File: src/cpu_settings.svh
`ifndef CPU_SETTINGS_SVH
`define CPU_SETTINGS_SVH

// Data path word width
`define XLEN 16

// General register count and select width
`define REG_COUNT 8
`define REG_ADDR_W 3

// Immediate field of the i view
`define IMM_W 5

`endif
File: src/cpu_pkg.sv
`include "cpu_settings.svh"

package cpu_pkg;

    // Instruction class in bits 15:14
    typedef enum logic [1:0] {
        ALU_REG = 2'b00,
        ALU_IMM = 2'b01,
        MEM     = 2'b10,
        JUMP    = 2'b11
    } instr_class_e;

    // ALU operation in bits 13:11
    typedef enum logic [2:0] {
        ADD = 3'b000,
        SUB = 3'b001,
        AND = 3'b010,
        OR  = 3'b011,
        XOR = 3'b100,
        SHL = 3'b101,
        SHR = 3'b110,
        SLT = 3'b111
    } alu_op_e;

    // Jump condition, also bits 13:11; unnamed codes never jump
    typedef enum logic [2:0] {
        ALWAYS  = 3'b000,
        ZERO    = 3'b001,
        NONZERO = 3'b010,
        NEG     = 3'b011
    } jump_cond_e;

    // Register form
    typedef struct packed {
        instr_class_e            cls;
        logic [2:0]              op;
        logic [`REG_ADDR_W-1:0]  dst;
        logic [`REG_ADDR_W-1:0]  rs1;
        logic [`REG_ADDR_W-1:0]  rs2;
        logic [1:0]              pad;
    } instr_r_t;

    // Immediate form
    typedef struct packed {
        instr_class_e            cls;
        logic [2:0]              op;
        logic [`REG_ADDR_W-1:0]  dst;
        logic [`REG_ADDR_W-1:0]  rs1;
        logic [`IMM_W-1:0]       imm;
    } instr_i_t;

    typedef union packed {
        instr_r_t r;
        instr_i_t i;
    } instr_t;

    // Decoded control word
    typedef struct packed {
        alu_op_e                 alu_op;
        jump_cond_e              jump_cond;
        logic [`REG_ADDR_W-1:0]  dst;
        logic [`REG_ADDR_W-1:0]  rs1;
        logic [`REG_ADDR_W-1:0]  rb;
        logic [`XLEN-1:0]        imm;
        logic                    use_imm;
        logic                    reg_write;
        logic                    mem_access;
        logic                    mem_store;
        logic                    is_jump;
        logic                    load_to_reg;
    } ctrl_t;

    typedef struct packed {
        logic             valid;
        logic             store;
        logic [`XLEN-1:0] addr;
        logic [`XLEN-1:0] wdata;
    } dmem_req_t;

    typedef struct packed {
        logic             credit;
        logic [`XLEN-1:0] rdata;
    } dmem_rsp_t;

    typedef enum logic [2:0] {
        FETCH     = 3'd0,
        DECODE    = 3'd1,
        EXECUTE   = 3'd2,
        MEM_ISSUE = 3'd3,
        MEM_WAIT  = 3'd4,
        WRITEBACK = 3'd5
    } stage_e;

endpackage

File: src/cpu_core.sv
`timescale 1ns/1ps
`include "cpu_settings.svh"

module cpu_core (
    input  logic               clk,
    input  logic               rst,
    input  cpu_pkg::instr_t    instr_in,
    output logic [`XLEN-1:0]   pc,
    output cpu_pkg::dmem_req_t dmem_req,
    input  cpu_pkg::dmem_rsp_t dmem_rsp
);
    import cpu_pkg::*;

    ctrl_t ctrl;

    // Stage strobes
    logic fetch_en;
    logic operand_en;
    logic result_en;
    logic load_en;
    logic rf_write;
    logic pc_update;
    logic dmem_valid;

    logic [`XLEN-1:0] rd_a;
    logic [`XLEN-1:0] rd_b;
    logic [`XLEN-1:0] wb_data;
    logic             jump_taken;
    logic [`XLEN-1:0] jump_target;
    logic [`XLEN-1:0] mem_addr;
    logic [`XLEN-1:0] mem_wdata;

    stage_sequencer u_stage_sequencer (
        .clk         (clk),
        .rst         (rst),
        .ctrl        (ctrl),
        .dmem_credit (dmem_rsp.credit),
        .dmem_valid  (dmem_valid),
        .fetch_en    (fetch_en),
        .operand_en  (operand_en),
        .result_en   (result_en),
        .load_en     (load_en),
        .rf_write    (rf_write),
        .pc_update   (pc_update)
    );

    program_counter u_program_counter (
        .clk         (clk),
        .rst         (rst),
        .pc_update   (pc_update),
        .jump_taken  (jump_taken),
        .jump_target (jump_target),
        .pc          (pc)
    );

    instr_decoder u_instr_decoder (
        .clk      (clk),
        .rst      (rst),
        .fetch_en (fetch_en),
        .instr_in (instr_in),
        .ctrl     (ctrl)
    );

    register_file u_register_file (
        .clk      (clk),
        .rst      (rst),
        .rf_write (rf_write),
        .ctrl     (ctrl),
        .wb_data  (wb_data),
        .rd_a     (rd_a),
        .rd_b     (rd_b)
    );

    execute_stage u_execute_stage (
        .clk         (clk),
        .rst         (rst),
        .operand_en  (operand_en),
        .result_en   (result_en),
        .load_en     (load_en),
        .ctrl        (ctrl),
        .rd_a        (rd_a),
        .rd_b        (rd_b),
        .dmem_rdata  (dmem_rsp.rdata),
        .jump_taken  (jump_taken),
        .jump_target (jump_target),
        .mem_addr    (mem_addr),
        .mem_wdata   (mem_wdata),
        .wb_data     (wb_data)
    );

    // Data memory request
    assign dmem_req.valid = dmem_valid;
    assign dmem_req.store = ctrl.mem_store;
    assign dmem_req.addr  = mem_addr;
    assign dmem_req.wdata = mem_wdata;

endmodule

File: src/execute_stage.sv
`timescale 1ns/1ps
`include "cpu_settings.svh"

module execute_stage (
    input  logic             clk,
    input  logic             rst,
    input  logic             operand_en,
    input  logic             result_en,
    input  logic             load_en,
    input  cpu_pkg::ctrl_t   ctrl,
    input  logic [`XLEN-1:0] rd_a,
    input  logic [`XLEN-1:0] rd_b,
    input  logic [`XLEN-1:0] dmem_rdata,
    output logic             jump_taken,
    output logic [`XLEN-1:0] jump_target,
    output logic [`XLEN-1:0] mem_addr,
    output logic [`XLEN-1:0] mem_wdata,
    output logic [`XLEN-1:0] wb_data
);
    import cpu_pkg::*;

    logic [`XLEN-1:0] op_a;
    logic [`XLEN-1:0] op_b;
    logic [`XLEN-1:0] alu_b;
    logic [`XLEN-1:0] alu_out;
    logic [`XLEN-1:0] result_q;
    logic [`XLEN-1:0] load_q;
    logic             cond_met;

    always_ff @(posedge clk or posedge rst) begin
        if (rst) begin
            op_a     <= '0;
            op_b     <= '0;
            result_q <= '0;
        end else begin
            if (operand_en) begin
                op_a <= rd_a;
                op_b <= rd_b;
            end
            if (result_en) begin
                result_q <= alu_out;
            end
        end
    end

    // Load data is captured on the credit pulse
    always_ff @(posedge clk) begin
        if (load_en) begin
            load_q <= dmem_rdata;
        end
    end

    assign alu_b = ctrl.use_imm ? ctrl.imm : op_b;

    always_comb begin
        case (ctrl.alu_op)
            ADD:     alu_out = op_a + alu_b;
            SUB:     alu_out = op_a - alu_b;
            AND:     alu_out = op_a & alu_b;
            OR:      alu_out = op_a | alu_b;
            XOR:     alu_out = op_a ^ alu_b;
            SHL:     alu_out = op_a << alu_b[3:0];
            SHR:     alu_out = op_a >> alu_b[3:0];
            SLT:     alu_out = {{(`XLEN-1){1'b0}}, $signed(op_a) < $signed(alu_b)};
            default: alu_out = '0;
        endcase
    end

    // Condition tested on operand A
    always_comb begin
        case (ctrl.jump_cond)
            ALWAYS:  cond_met = 1'b1;
            ZERO:    cond_met = (op_a == '0);
            NONZERO: cond_met = (op_a != '0);
            NEG:     cond_met = op_a[`XLEN-1];
            default: cond_met = 1'b0;
        endcase
    end

    assign jump_taken  = ctrl.is_jump && cond_met;
    assign jump_target = op_b;
    assign mem_addr    = result_q;
    assign mem_wdata   = op_b;
    assign wb_data     = ctrl.load_to_reg ? load_q : result_q;

endmodule

File: src/register_file.sv
`timescale 1ns/1ps
`include "cpu_settings.svh"

module register_file (
    input  logic             clk,
    input  logic             rst,
    input  logic             rf_write,
    input  cpu_pkg::ctrl_t   ctrl,
    input  logic [`XLEN-1:0] wb_data,
    output logic [`XLEN-1:0] rd_a,
    output logic [`XLEN-1:0] rd_b
);
    import cpu_pkg::*;

    logic [`XLEN-1:0] regs [`REG_COUNT];

    always_ff @(posedge clk or posedge rst) begin
        if (rst) begin
            for (int i = 0; i < `REG_COUNT; i++) begin
                regs[i] <= '0;
            end
        end else if (rf_write) begin
            regs[ctrl.dst] <= wb_data;
        end
    end

    // Reads follow the decoded addresses with no delay
    assign rd_a = regs[ctrl.rs1];
    assign rd_b = regs[ctrl.rb];

    // Write strobe comes from the sequencer, address from the decoder
    a_known_write_addr: assert property (
        @(posedge clk) disable iff (rst) rf_write |-> !$isunknown(ctrl.dst)
    ) else $error("register write with unknown address");

endmodule

File: src/instr_decoder.sv
`timescale 1ns/1ps
`include "cpu_settings.svh"

module instr_decoder (
    input  logic            clk,
    input  logic            rst,
    input  logic            fetch_en,
    input  cpu_pkg::instr_t instr_in,
    output cpu_pkg::ctrl_t  ctrl
);
    import cpu_pkg::*;

    instr_t instr_q;

    // Instruction register, loaded once per instruction
    always_ff @(posedge clk or posedge rst) begin
        if (rst) begin
            instr_q <= '0;
        end else if (fetch_en) begin
            instr_q <= instr_in;
        end
    end

    always_comb begin
        ctrl = '0;
        ctrl.alu_op    = alu_op_e'(instr_q.r.op);
        ctrl.jump_cond = jump_cond_e'(instr_q.r.op);
        ctrl.dst       = instr_q.r.dst;
        ctrl.rs1       = instr_q.r.rs1;
        ctrl.rb        = instr_q.r.rs2;
        ctrl.imm       = {{(`XLEN-`IMM_W){instr_q.i.imm[`IMM_W-1]}}, instr_q.i.imm};
        case (instr_q.r.cls)
            ALU_REG: begin
                ctrl.reg_write = 1'b1;
            end
            ALU_IMM: begin
                ctrl.use_imm   = 1'b1;
                ctrl.reg_write = 1'b1;
            end
            MEM: begin
                // Address is rs1 plus immediate, store data comes from dst
                ctrl.alu_op      = ADD;
                ctrl.use_imm     = 1'b1;
                ctrl.rb          = instr_q.r.dst;
                ctrl.load_to_reg = (instr_q.r.op == 3'b000);
                ctrl.mem_store   = (instr_q.r.op == 3'b001);
                ctrl.mem_access  = ctrl.load_to_reg || ctrl.mem_store;
                ctrl.reg_write   = ctrl.load_to_reg;
            end
            JUMP: begin
                ctrl.is_jump = 1'b1;
            end
            default: begin
                ctrl.reg_write = 1'b0;
            end
        endcase
    end

endmodule

File: src/program_counter.sv
`timescale 1ns/1ps
`include "cpu_settings.svh"

module program_counter (
    input  logic             clk,
    input  logic             rst,
    input  logic             pc_update,
    input  logic             jump_taken,
    input  logic [`XLEN-1:0] jump_target,
    output logic [`XLEN-1:0] pc
);

    logic [`XLEN-1:0] pc_next;

    // Wraps naturally at the word width
    always_comb begin
        if (jump_taken) begin
            pc_next = jump_target;
        end else begin
            pc_next = pc + `XLEN'd1;
        end
    end

    always_ff @(posedge clk or posedge rst) begin
        if (rst) begin
            pc <= '0;
        end else if (pc_update) begin
            pc <= pc_next;
        end
    end

endmodule

File: src/stage_sequencer.sv
`timescale 1ns/1ps

module stage_sequencer (
    input  logic           clk,
    input  logic           rst,
    input  cpu_pkg::ctrl_t ctrl,
    input  logic           dmem_credit,
    output logic           dmem_valid,
    output logic           fetch_en,
    output logic           operand_en,
    output logic           result_en,
    output logic           load_en,
    output logic           rf_write,
    output logic           pc_update
);
    import cpu_pkg::*;

    stage_e state;
    stage_e state_next;

    // Single data-memory credit held from reset
    logic credit;

    always_comb begin
        state_next = state;
        case (state)
            FETCH:     state_next = DECODE;
            DECODE:    state_next = EXECUTE;
            EXECUTE:   state_next = ctrl.mem_access ? MEM_ISSUE : WRITEBACK;
            MEM_ISSUE: state_next = credit ? MEM_WAIT : MEM_ISSUE;
            MEM_WAIT:  state_next = dmem_credit ? WRITEBACK : MEM_WAIT;
            WRITEBACK: state_next = FETCH;
            default:   state_next = FETCH;
        endcase
    end

    always_ff @(posedge clk or posedge rst) begin
        if (rst) begin
            state <= FETCH;
        end else begin
            state <= state_next;
        end
    end

    // Spent by the request and returned by the pulse
    always_ff @(posedge clk or posedge rst) begin
        if (rst) begin
            credit <= 1'b1;
        end else if (dmem_valid) begin
            credit <= 1'b0;
        end else if (dmem_credit) begin
            credit <= 1'b1;
        end
    end

    assign dmem_valid = (state == MEM_ISSUE) && credit;
    assign fetch_en   = (state == FETCH);
    assign operand_en = (state == DECODE);
    assign result_en  = (state == EXECUTE);
    assign load_en    = (state == MEM_WAIT) && dmem_credit;
    assign rf_write   = (state == WRITEBACK) && ctrl.reg_write;
    assign pc_update  = (state == WRITEBACK);

    // The request stage is only reached while the credit is back
    a_valid_with_credit: assert property (
        @(posedge clk) disable iff (rst) (state == MEM_ISSUE) |-> credit
    ) else $error("request stage reached without a credit");

    // Memory may only hand back a credit that is outstanding
    a_no_extra_credit: assert property (
        @(posedge clk) disable iff (rst) dmem_credit |-> !credit
    ) else $error("credit returned while already held");

endmodule

File: config.mk
export PLATFORM = sky130hd
export DESIGN_NAME = cpu_core
export DESIGN_NICKNAME = d
export VERILOG_FILES = /design/src/cpu_pkg.sv /design/src/cpu_core.sv /design/src/execute_stage.sv /design/src/register_file.sv /design/src/instr_decoder.sv /design/src/program_counter.sv /design/src/stage_sequencer.sv
export VERILOG_INCLUDE_DIRS = /design/src
export SDC_FILE = /design/constraint.sdc
export NUM_CORES = 1
export LEC_CHECK = 0
export ABC_AREA = 1
export BUFFER_PORTS_ARGS = -buffer_cell sky130_fd_sc_hd__buf_2
export CELL_PAD_IN_SITES_DETAIL_PLACEMENT = 1
export CELL_PAD_IN_SITES_GLOBAL_PLACEMENT = 1
export CORE_MARGIN = 2
export CORE_UTILIZATION = 49
export CTS_CLUSTER_SIZE = 24
export DETAILED_ROUTE_END_ITERATION = 6
export PLACE_DENSITY = 0.85
export SLEW_MARGIN = 5
export SYNTH_ARGS = -nofsm -noshare
export SYNTH_HDL_FRONTEND = slang
export SYNTH_SLANG_ARGS = --single-unit
File: constraint.sdc
create_clock -name clk -period 23.3 [get_ports clk]
set_clock_uncertainty 0.05 [all_clocks]
set_input_delay 6.99 -clock clk [delete_from_list [all_inputs] [get_ports clk]]
set_output_delay 6.99 -clock clk [all_outputs]
set_load 0.03 [all_outputs]
==> run summary, run 1 <==
status = completed
Final Cycle Share = 40.0%
WP data required = 16.26 ns
Die X = 180 µm
final worst slack = 13.97 ns
crit end category = output port
Die Ht = 180 µm
Overflow after GRT = 0
max incr delay on CP = 0.40 ns
Starting DRT DRC Count = 1,361
placed instance count = 2,544
area occupied by multi-input gates = 8000 µm²
pin count of the biggest net entering global routing = 133
Initial Util = 49.7%
Tmin final = 9.33 ns
CP Cell Sequence = inv_1, ha_1, inv_2, nor3_1, buf_2
sequential share of the synthesized area = 38.2%
largest cells by area after synthesis = dfrtp_1 35%, nand2_1 14%, o21ai_0 8.9%
Area Overhead vs Synth = 10.4%
all-layer global routing usage = 38.7%
CTS tree = built
die area = 32,400 µm²
endpoints failing hold = 0
post-CTS sizing = 0
post-DP HPWL = 44.6 mm
via count = 16,075
DRT Pass-1 Iters = 5
Filler Cell Count = 4,003
vias per inst = 6.20
core area = 30,500 µm²
path type of the worst setup path = flop to output port
Routed WL = 62.9 mm
clk buf depth = 3
Avg Cell Area, Syn = 7.01 µm²
CP Buf/Inv Count = 3
CTS Buf Count = 27
Unique masters post-synth = 43
Yosys warnings = 0
Root Buffer = clkbuf_16
Slew HR = 28.5%
vias in the first global route = 16,648
Synth top area share = 34.8%
fin cells = 2,594
layout cells sized above 1 = 8.51%
clk_lat worst skew = 0.55 ns
synthesized area = 15,200 µm²
drt wl/cell = 24.3 µm
antenna violations before repair = 3
worst min path class = flop to flop
port buffer count = 84
Ant. Diodes = 0
CP delay by family, top = buffers and inverters
clock-pin slew on the worst setup and hold paths = 0.06 ns
storage element area = 5790 µm²
Worst-Margin Slew = 1.07 ns
first-pass GRT wire length = 97.9 mm
most frequent cells in the layout = 547 x nand2_1, 269 x o21ai_0, 241 x inv_1
CP max-delay cell = dfrtp_1
row cnt = 64
Setup TNS Final = 0 ns
Post-Synthesis Cells = 2,163
Layout Nets = 2,260
Detail Route Antenna Nets = 0
unrepaired setup endpoints after global routing = false
f_max = 0.107 GHz
Seq cells post-synth = 228
fin area = 16,700 µm²
DP Area = 15,800 µm²
Slew Viols, Final = 0
clk sinks = 228
IO Pins = 85
Remaining DRCs = 0
Post-Synthesis Net Count = 2,246
Worst Path Max Fanout = 7
placer congestion estimate = 1.01
Setup Fix Bufs, Post-CTS = 0
pre-CTS WS = 14.18 ns
commonest non-fill, non-tap cell in the layout = nand2_1
CTS Hold Bufs = 0
max-cap violation count = 0
Startpoint Class = flop
Synth area leader = dfrtp_1
Critical Path AT = 2.29 ns
Finish-stage setup viols = 0
H-tree depth = 1
==> layout make-up <==
cell class                 count  area share, %
timing repair buffer         107           3.54
inverter                     251           5.67
clock inverter                 9          0.486
sequential                   228           34.6
clock buffer                  41           4.96
tap                          396           2.96
multi-input combinational   1562           47.8
==> worst paths after layout <==
path / from / to / slack [ns] / cells past startpoint
setup / recovery: u_instr_decoder.instr_q[14] / dmem_req[32] / 13.97 / 5
hold / removal: u_register_file.regs[72] / u_register_file.regs[72] / 0.44 / 2
setup reg to reg: u_instr_decoder.instr_q[14] / u_execute_stage.mem_addr[10] / 18.96 / 15
hold reg to reg: u_register_file.regs[72] / u_register_file.regs[72] / 0.44 / 2
max in group asynchronous: rst / u_instr_decoder.instr_q[5] / 14.86 / 3
min in group asynchronous: rst / u_program_counter.pc[15] / 6.60 / 2
==> metrics by stage <==
stage / util, % / hold WS (ns)
6_report: 54.9 / 0.436
5_1_grt: 54.9 / 0.453
4_1_cts: 54.9 / 0.437
3_5_place_dp: 51.9 / 0.423
3_3_place_gp: 51.9 / 0.415
2_1_floorplan: - / 0.403
==> worst register-to-register path: cells and delay by family, from the launching register on <==
family | cells | cell delay, ns
AOI/OAI and AO/OA | 2 | 0.70
adders and majority gates | 2 | 1.17
buffers and inverters | 4 | 0.68
DFF | 1 | 0.38
and+or+nand+nor | 7 | 1.24
==> cells by family after synthesis <==
family,synth area share [%]
xor gates and xnor gates,0.578
buffers and inverters,9.49
adders and majority gates,4.01
muxes,0.297
and+or+nand+nor,24.8
DFF,38.2
AOI/OAI and AO/OA,22.7
==> metal layers <==
layer	GRT usage, %	routed length, µm	vias up
met5	0	41	-
met4	22.1	4320	6
met3	5.37	3810	225
met2	65.3	30200	579
met1	47.5	24500	8037
li1	-	-	7228
==> cell usage after synthesis, drive strengths merged <==
| cell type | instances |
|---|---|
| o22ai | 12 |
| a21o | 3 |
| dfrtp | 211 |
| clkbuf | 91 |
| nor3b | 2 |
| nand3 | 184 |
| nor2 | 99 |
| dfstp | 1 |
| o211ai | 64 |
| o221ai | 11 |
| a21oi | 162 |
| edfxtp | 16 |
| nand4 | 15 |
| and3 | 2 |
| xnor2 | 1 |
| o21ai | 291 |
| a21boi | 2 |
| inv | 247 |
| mux2 | 4 |
| o21a | 51 |
| o21bai | 6 |
| xor2 | 9 |
| nor4 | 2 |
| or2 | 9 |
| o31ai | 1 |
| nand3b | 6 |
| nand2 | 548 |
| nor3 | 25 |
| a211oi | 5 |
| fa | 1 |
| buf | 31 |
| clkinv | 4 |
| ha | 47 |
==> registers in the layout (all words and copies together) (netlist names), 3 cells and up <==
register	count
u_stage_sequencer.state	3
u_execute_stage.op_a	16
u_execute_stage.load_q	16
u_program_counter.pc	16
u_execute_stage.mem_addr	16
u_register_file.regs	128
u_execute_stage.jump_target	16
u_instr_decoder.instr_q	16
Power of run 1 is not shown: default switching activity piles up to over one toggle a cycle in this logic, so the estimate is an artifact.
==> inputs of run 2 (changes only) <==
--- a/config.mk
+++ b/config.mk
@@ -11,10 +11,10 @@
 export CELL_PAD_IN_SITES_DETAIL_PLACEMENT = 1
 export CELL_PAD_IN_SITES_GLOBAL_PLACEMENT = 1
 export CORE_MARGIN = 2
-export CORE_UTILIZATION = 49
+export CORE_UTILIZATION = 45
 export CTS_CLUSTER_SIZE = 24
 export DETAILED_ROUTE_END_ITERATION = 6
-export PLACE_DENSITY = 0.85
+export PLACE_DENSITY = 0.78
 export SLEW_MARGIN = 5
 export SYNTH_ARGS = -nofsm -noshare
 export SYNTH_HDL_FRONTEND = slang
==> constraint.sdc (replaced) <==
create_clock -name clk -period 9.2 [get_ports clk]
set_clock_uncertainty 0.05 [all_clocks]
set_input_delay 2.76 -clock clk [delete_from_list [all_inputs] [get_ports clk]]
set_output_delay 2.76 -clock clk [all_outputs]
set_load 0.03 [all_outputs]
==> run 2 against run 1 <==
  * Design area about the same
  * Sequential share of layout area about the same
  * Highest routed layer is now met4
  * Setup slack got worse by 10 ns
  * Core utilization decreased by 4.7 points
==> run summary, run 2 (synthesis gave the netlist of run 1 again) <==
status = completed (unchanged)
layout cells sized above 1 = 8.42% (was 8.51%)
area occupied by multi-input gates = 8000 µm² (unchanged)
Root Buffer = clkbuf_16 (unchanged)
Slew Viols, Final = 0 (unchanged)
Area Overhead vs Synth = 10.4% (about the same)
first-pass GRT wire length = 93.4 mm (was 97.9 mm)
port buffer count = 84 (unchanged)
Detail Route Antenna Nets = 0 (unchanged)
Finish-stage setup viols = 0 (unchanged)
Setup TNS Final = 0 ns (unchanged)
clk_lat worst skew = 0.57 ns (was 0.55 ns)
core area = 33,400 µm² (was 30,500 µm²)
commonest non-fill, non-tap cell in the layout = nand2_1 (unchanged)
IO Pins = 85 (unchanged)
max incr delay on CP = 0.55 ns (was 0.40 ns)
unrepaired setup endpoints after global routing = false (unchanged)
Overflow after GRT = 0 (unchanged)
row cnt = 67 (was 64)
storage element area = 5790 µm² (unchanged)
post-CTS sizing = 0 (unchanged)
max-cap violation count = 0 (unchanged)
drt wl/cell = 22.5 µm (was 24.3 µm)
post-DP HPWL = 42.8 mm (was 44.6 mm)
worst min path class = flop to flop (unchanged)
pin count of the biggest net entering global routing = 141 (was 133)
WHS Path Cells = 2 (unchanged)
most frequent cells in the layout = 547 x nand2_1, 269 x o21ai_0, 241 x inv_1 (unchanged)
Tmin final = 5.31 ns
CP Buf/Inv Count = 3 (unchanged)
FF-to-FF path depth = 15 (unchanged)
path type of the worst setup path = flop to output port (unchanged)
Initial Util = 45.4% (was 49.7%)
Largest Register = u_register_file.regs (unchanged)
Worst-Margin Slew = 1.20 ns (was 1.07 ns)
Critical Path AT = 2.50 ns (was 2.29 ns)
CP Cell Sequence = inv_1, ha_1, inv_2, nor3_1, buf_2 (unchanged)
Die Ht = 188 µm (was 180 µm)
CTS tree = built (unchanged)
via count = 15,550 (was 16,075)
Crit path depth = 5 (unchanged)
clock-pin slew on the worst setup and hold paths = 0.06 ns (about the same)
CP max-delay cell = nor3_1 (was dfrtp_1)
Final Cycle Share = 57.7%
endpoints failing hold = 0 (unchanged)
f_max = 0.188 GHz
vias per inst = 5.87 (was 6.20)
CTS Hold Bufs = 0 (unchanged)
max reg flops = 128 (unchanged)
crit end category = output port (unchanged)
Die X = 188 µm (was 180 µm)
antenna violations before repair = 2 (was 3)
Filler Cell Count = 4,395 (was 4,003)
clk sinks = 228 (unchanged)
clk buf depth = 3 (unchanged)
DRT Pass-1 Iters = 5 (unchanged)
Starting DRT DRC Count = 991 (was 1,361)
CTS Buf Count = 27 (unchanged)
die area = 35,200 µm² (was 32,400 µm²)
all-layer global routing usage = 34.0% (was 38.7%)
Routed WL = 59.6 mm (was 62.9 mm)
Slew HR = 19.8% (was 28.5%)
WP data required = 6.39 ns (was 16.26 ns)
Startpoint Class = flop (unchanged)
H-tree depth = 1 (unchanged)
Setup Fix Bufs, Post-CTS = 0 (unchanged)
placer congestion estimate = 0.976 (was 1.01)
Remaining DRCs = 0 (unchanged)
Worst Path Max Fanout = 7 (unchanged)
Layout Nets = 2,261 (was 2,260)
vias in the first global route = 15,991 (was 16,648)
CP delay by family, top = buffers and inverters (unchanged)
[run 2: worst paths after layout]
kind                       slack (ns)                   startpoint                          end
setup / recovery                 3.89  u_instr_decoder.instr_q[14]                 dmem_req[32]
hold / removal                   0.43     u_register_file.regs[73]     u_register_file.regs[73]
setup reg to reg                 5.46  u_instr_decoder.instr_q[14]  u_execute_stage.mem_addr[7]
hold reg to reg                  0.43     u_register_file.regs[73]     u_register_file.regs[73]
max in group asynchronous        5.06                          rst   u_stage_sequencer.state[2]
min in group asynchronous        2.27                          rst   u_instr_decoder.instr_q[5]
[run 2: worst min-delay path, delay by kind of cell, from the launching register on]
| kind | cells | cell delay [ns] |
|---|---|---|
| AOI/OAI and AO/OA | 1 | 0.06 |
| and+or+nand+nor | 1 | 0.05 |
| DFF | 1 | 0.34 |
[run 2: cell type report]
cell class,count,area share (%)
Sequential cell,228,34.6
Tap cell,448,3.35
Antenna cell,2,0.0299
Multi-Input combinational cell,1562,47.8
Inverter,251,5.68
Clock buffer,39,4.55
Clock inverter,10,0.404
Timing Repair Buffer,108,3.59
[run 2: per-stage QoR]
stage               util (%)  instances  setup WS, ns  hold slack [ns]  area, µm²
floorplan                  -       2163         0.597            0.403      15200
global placement        47.7       2597          4.50            0.416      15900
detailed placement      47.7       2597          4.47            0.424      15900
CTS                     50.1       2646          3.88            0.437      16700
global route            50.1       2646          3.84            0.459      16700
finish                  50.2       2648          3.89            0.434      16700
[run 2: metal layers]
metal	vias to the layer above	wire, µm	share of wire (%)	global-route usage, %
met3	147	3200	5.4	4.25
met4	0	2820	4.7	15.4
met1	7729	25500	43	44.3
li1	7233	-	-	-
met5	-	0	0	0
met2	441	28100	47	56.8
Power of run 2 is left out for the same reason.
==> inputs of run 3 (changes only) <==
--- a/config.mk
+++ b/config.mk
@@ -11,10 +11,10 @@
 export CELL_PAD_IN_SITES_DETAIL_PLACEMENT = 1
 export CELL_PAD_IN_SITES_GLOBAL_PLACEMENT = 1
 export CORE_MARGIN = 2
-export CORE_UTILIZATION = 45
+export CORE_UTILIZATION = 41
 export CTS_CLUSTER_SIZE = 24
 export DETAILED_ROUTE_END_ITERATION = 6
-export PLACE_DENSITY = 0.78
+export PLACE_DENSITY = 0.75
 export SLEW_MARGIN = 5
 export SYNTH_ARGS = -nofsm -noshare
 export SYNTH_HDL_FRONTEND = slang
==> constraint.sdc (replaced) <==
create_clock -name clk -period 4.8 [get_ports clk]
set_clock_uncertainty 0.05 [all_clocks]
set_input_delay 1.44 -clock clk [delete_from_list [all_inputs] [get_ports clk]]
set_output_delay 1.44 -clock clk [all_outputs]
set_load 0.03 [all_outputs]
==> run 3 against run 2 <==
  * Register-to-register slack got worse by 4.6 ns
  * Sequential cell count stayed put
  * Global-route usage down 1.7 points
  * Critical path depth up 13
  * Sequential share of layout area down 0.57 points
  * Critical endpoint is now u_execute_stage.mem_addr[13]
  * Final cell count rose by 1.3%
  * Core utilization fell by 3.6 points
  * Design area increased by 1.7%
  * Die area increased by 9.5%
  * Wire length rose by 4.7%
  * Non-clock buffer count rose by 11
  * Via count grew 1.4%
==> run summary, run 3 (synthesis gave the netlist of run 1 again) <==
placer congestion estimate = 0.997 (was 0.976)
Die X = 196 µm (was 188 µm)
Routed WL = 62.4 mm (was 59.6 mm)
core area = 36,500 µm² (was 33,400 µm²)
vias in the first global route = 15,764 (was 15,991)
clk buf depth = 3 (unchanged)
Area Overhead vs Synth = 12.2% (was 10.4%)
CTS Buf Count = 28 (was 27)
Filler Cell Count = 4,693 (was 4,395)
via count = 15,760 (was 15,550)
path type of the worst setup path = flop to flop (was flop to output port)
post-CTS sizing = 0 (unchanged)
Tmin final = 3.93 ns
Startpoint Class = flop (unchanged)
f_max = 0.254 GHz
DP Area = 16,000 µm² (was 15,900 µm²)
Worst-Margin Slew = 0.918 ns (was 1.20 ns)
drt wl/cell = 23.3 µm (was 22.5 µm)
commonest non-fill, non-tap cell in the layout = nand2_1 (unchanged)
max-cap violation count = 0 (unchanged)
antenna violations before repair = 3 (was 2)
Setup TNS Final = 0 ns (unchanged)
endpoints failing hold = 0 (unchanged)
GR Layer Usage met1 = 42.2% (was 44.3%)
Remaining DRCs = 0 (unchanged)
vias per inst = 5.87 (about the same)
met3 Use GR = 4.37% (was 4.25%)
IO Pins = 85 (unchanged)
Initial Util = 41.5% (was 45.4%)
max incr delay on CP = 0.47 ns (was 0.55 ns)
clock-pin slew on the worst setup and hold paths = 0.07 ns (was 0.06 ns)
Hold Startpoint = u_register_file.regs[74] (was u_register_file.regs[73])
Largest Register = u_register_file.regs (unchanged)
row cnt = 70 (was 67)
worst min path class = flop to flop (unchanged)
Slew Viols, Final = 0 (unchanged)
H-tree depth = 1 (unchanged)
met2 Usage GRT = 52.5% (was 56.8%)
CTS tree = built (unchanged)
Detail Route Antenna Nets = 0 (unchanged)
Setup crit start = u_instr_decoder.instr_q[14] (unchanged)
clk_lat worst skew = 0.56 ns (was 0.57 ns)
CP max-delay cell = ha_1 (was nor3_1)
first-pass GRT wire length = 94.7 mm (was 93.4 mm)
fin area = 17,000 µm² (was 16,700 µm²)
critical path's most frequent cell = nand2_1
Root Buffer = clkbuf_16 (unchanged)
port buffer count = 84 (unchanged)
layout cells sized above 1 = 9.13% (was 8.42%)
most frequent cells in the layout = 547 x nand2_1, 269 x o21ai_0, 241 x inv_1 (unchanged)
Overflow after GRT = 0 (unchanged)
Worst Path Max Fanout = 17 (was 7)
Final Cycle Share = 82.0%
crit end category = flop (was output port)
all-layer global routing usage = 32.3% (was 34.0%)
CP Cell Sequence = inv_1, ha_1, inv_2, nand2_1, nand2_1, buf_4, ha_1, inv_1, o211ai_1, inv_1, o21bai_1, nand3_1, nand3_1, nand3_1, nand2_1, inv_1, nand2_1, nand2_1 (was inv_1, ha_1, inv_2, nor3_1, buf_2)
die area = 38,500 µm² (was 35,200 µm²)
max reg flops = 128 (unchanged)
Die Ht = 196 µm (was 188 µm)
storage element area = 5790 µm² (unchanged)
status = completed (unchanged)
GRT Max-Usage Layer = met2 (unchanged)
clk sinks = 228 (unchanged)
area occupied by multi-input gates = 7980 µm² (was 8000 µm²)
pin count of the biggest net entering global routing = 93 (was 141)
post-DP HPWL = 45.9 mm (was 42.8 mm)
Layout Nets = 2,273 (was 2,261)
DRT Pass-1 Iters = 5 (unchanged)
Starting DRT DRC Count = 1,085 (was 991)
unrepaired setup endpoints after global routing = false (unchanged)
Setup Fix Bufs, Post-CTS = 0 (unchanged)
Critical Path AT = 4.33 ns (was 2.50 ns)
Finish-stage setup viols = 0 (unchanged)
WP data required = 5.20 ns (was 6.39 ns)
Slew HR = 38.8% (was 19.8%)
CTS Hold Bufs = 0 (unchanged)
R2R Path Start = u_instr_decoder.instr_q[14] (unchanged)
## run 3: cell count changes in the layout (fill, tap and decap cells not counted), moves of 2 or more
cell	delta
clkbuf_1	-2
nor2_4	-2
buf_4	+8
clkinvlp_4	+3
clkinv_4	+2
bufinv_16	+3
clkbuf_16	+3
clkinv_2	-3
buf_12	+3
nor2_2	+2
## run 3: final cells by class
cell class              instances  share of cell area [%]
clock buffers                  40                    4.87
clock inverters                12                   0.890
multi-input cells            1562                    46.9
diodes                          3                  0.0441
flip-flops and latches        228                    34.0
repair buffers                119                    4.24
well taps                     468                    3.44
inverters                     251                    5.56
## run 3: metrics by stage
stage / util (%) / hold slack, ns / setup WS [ns] / cells
detailed placement: 43.9 / 0.425 / 0.996 / 2628
finish: 46.6 / 0.432 / 0.865 / 2683
global route: 46.6 / 0.457 / 0.703 / 2680
global placement: 43.9 / 0.418 / 1.08 / 2628
floorplan: - / 0.403 / 0.555 / 2163
CTS: 46.6 / 0.439 / 0.945 / 2680
## run 3: path summary, 6_finish.rpt
| path | end | slack [ns] | depth (start not counted) |
|---|---|---|---|
| hold / removal | u_register_file.regs[74] | 0.43 | 2 |
| min in group asynchronous | u_instr_decoder.instr_q[5] | 0.74 | 2 |
| hold reg to reg | u_register_file.regs[74] | 0.43 | 2 |
| setup / recovery | u_execute_stage.mem_addr[13] | 0.87 | 18 |
| setup reg to reg | u_execute_stage.mem_addr[13] | 0.87 | 18 |
| max in group asynchronous | u_execute_stage.jump_target[15] | 3.19 | 3 |
## run 3: metal layers
metal	vias to the layer above	wire length [µm]	share of wire, %
met2	470	28700	46
li1	7268	-	-
met4	2	3420	5.5
met5	-	11	0.018
met1	7865	26800	43
met3	155	3530	5.7
## run 3: worst max-delay path: cells and delay by family, from the launching register on
kind	cells	cell delay, ns
simple gates	8	1.04
fa+ha+maj	2	0.84
buf+inv	6	0.77
flops	1	0.39
compound gates	2	0.72
Power of run 3 is left out for the same reason.
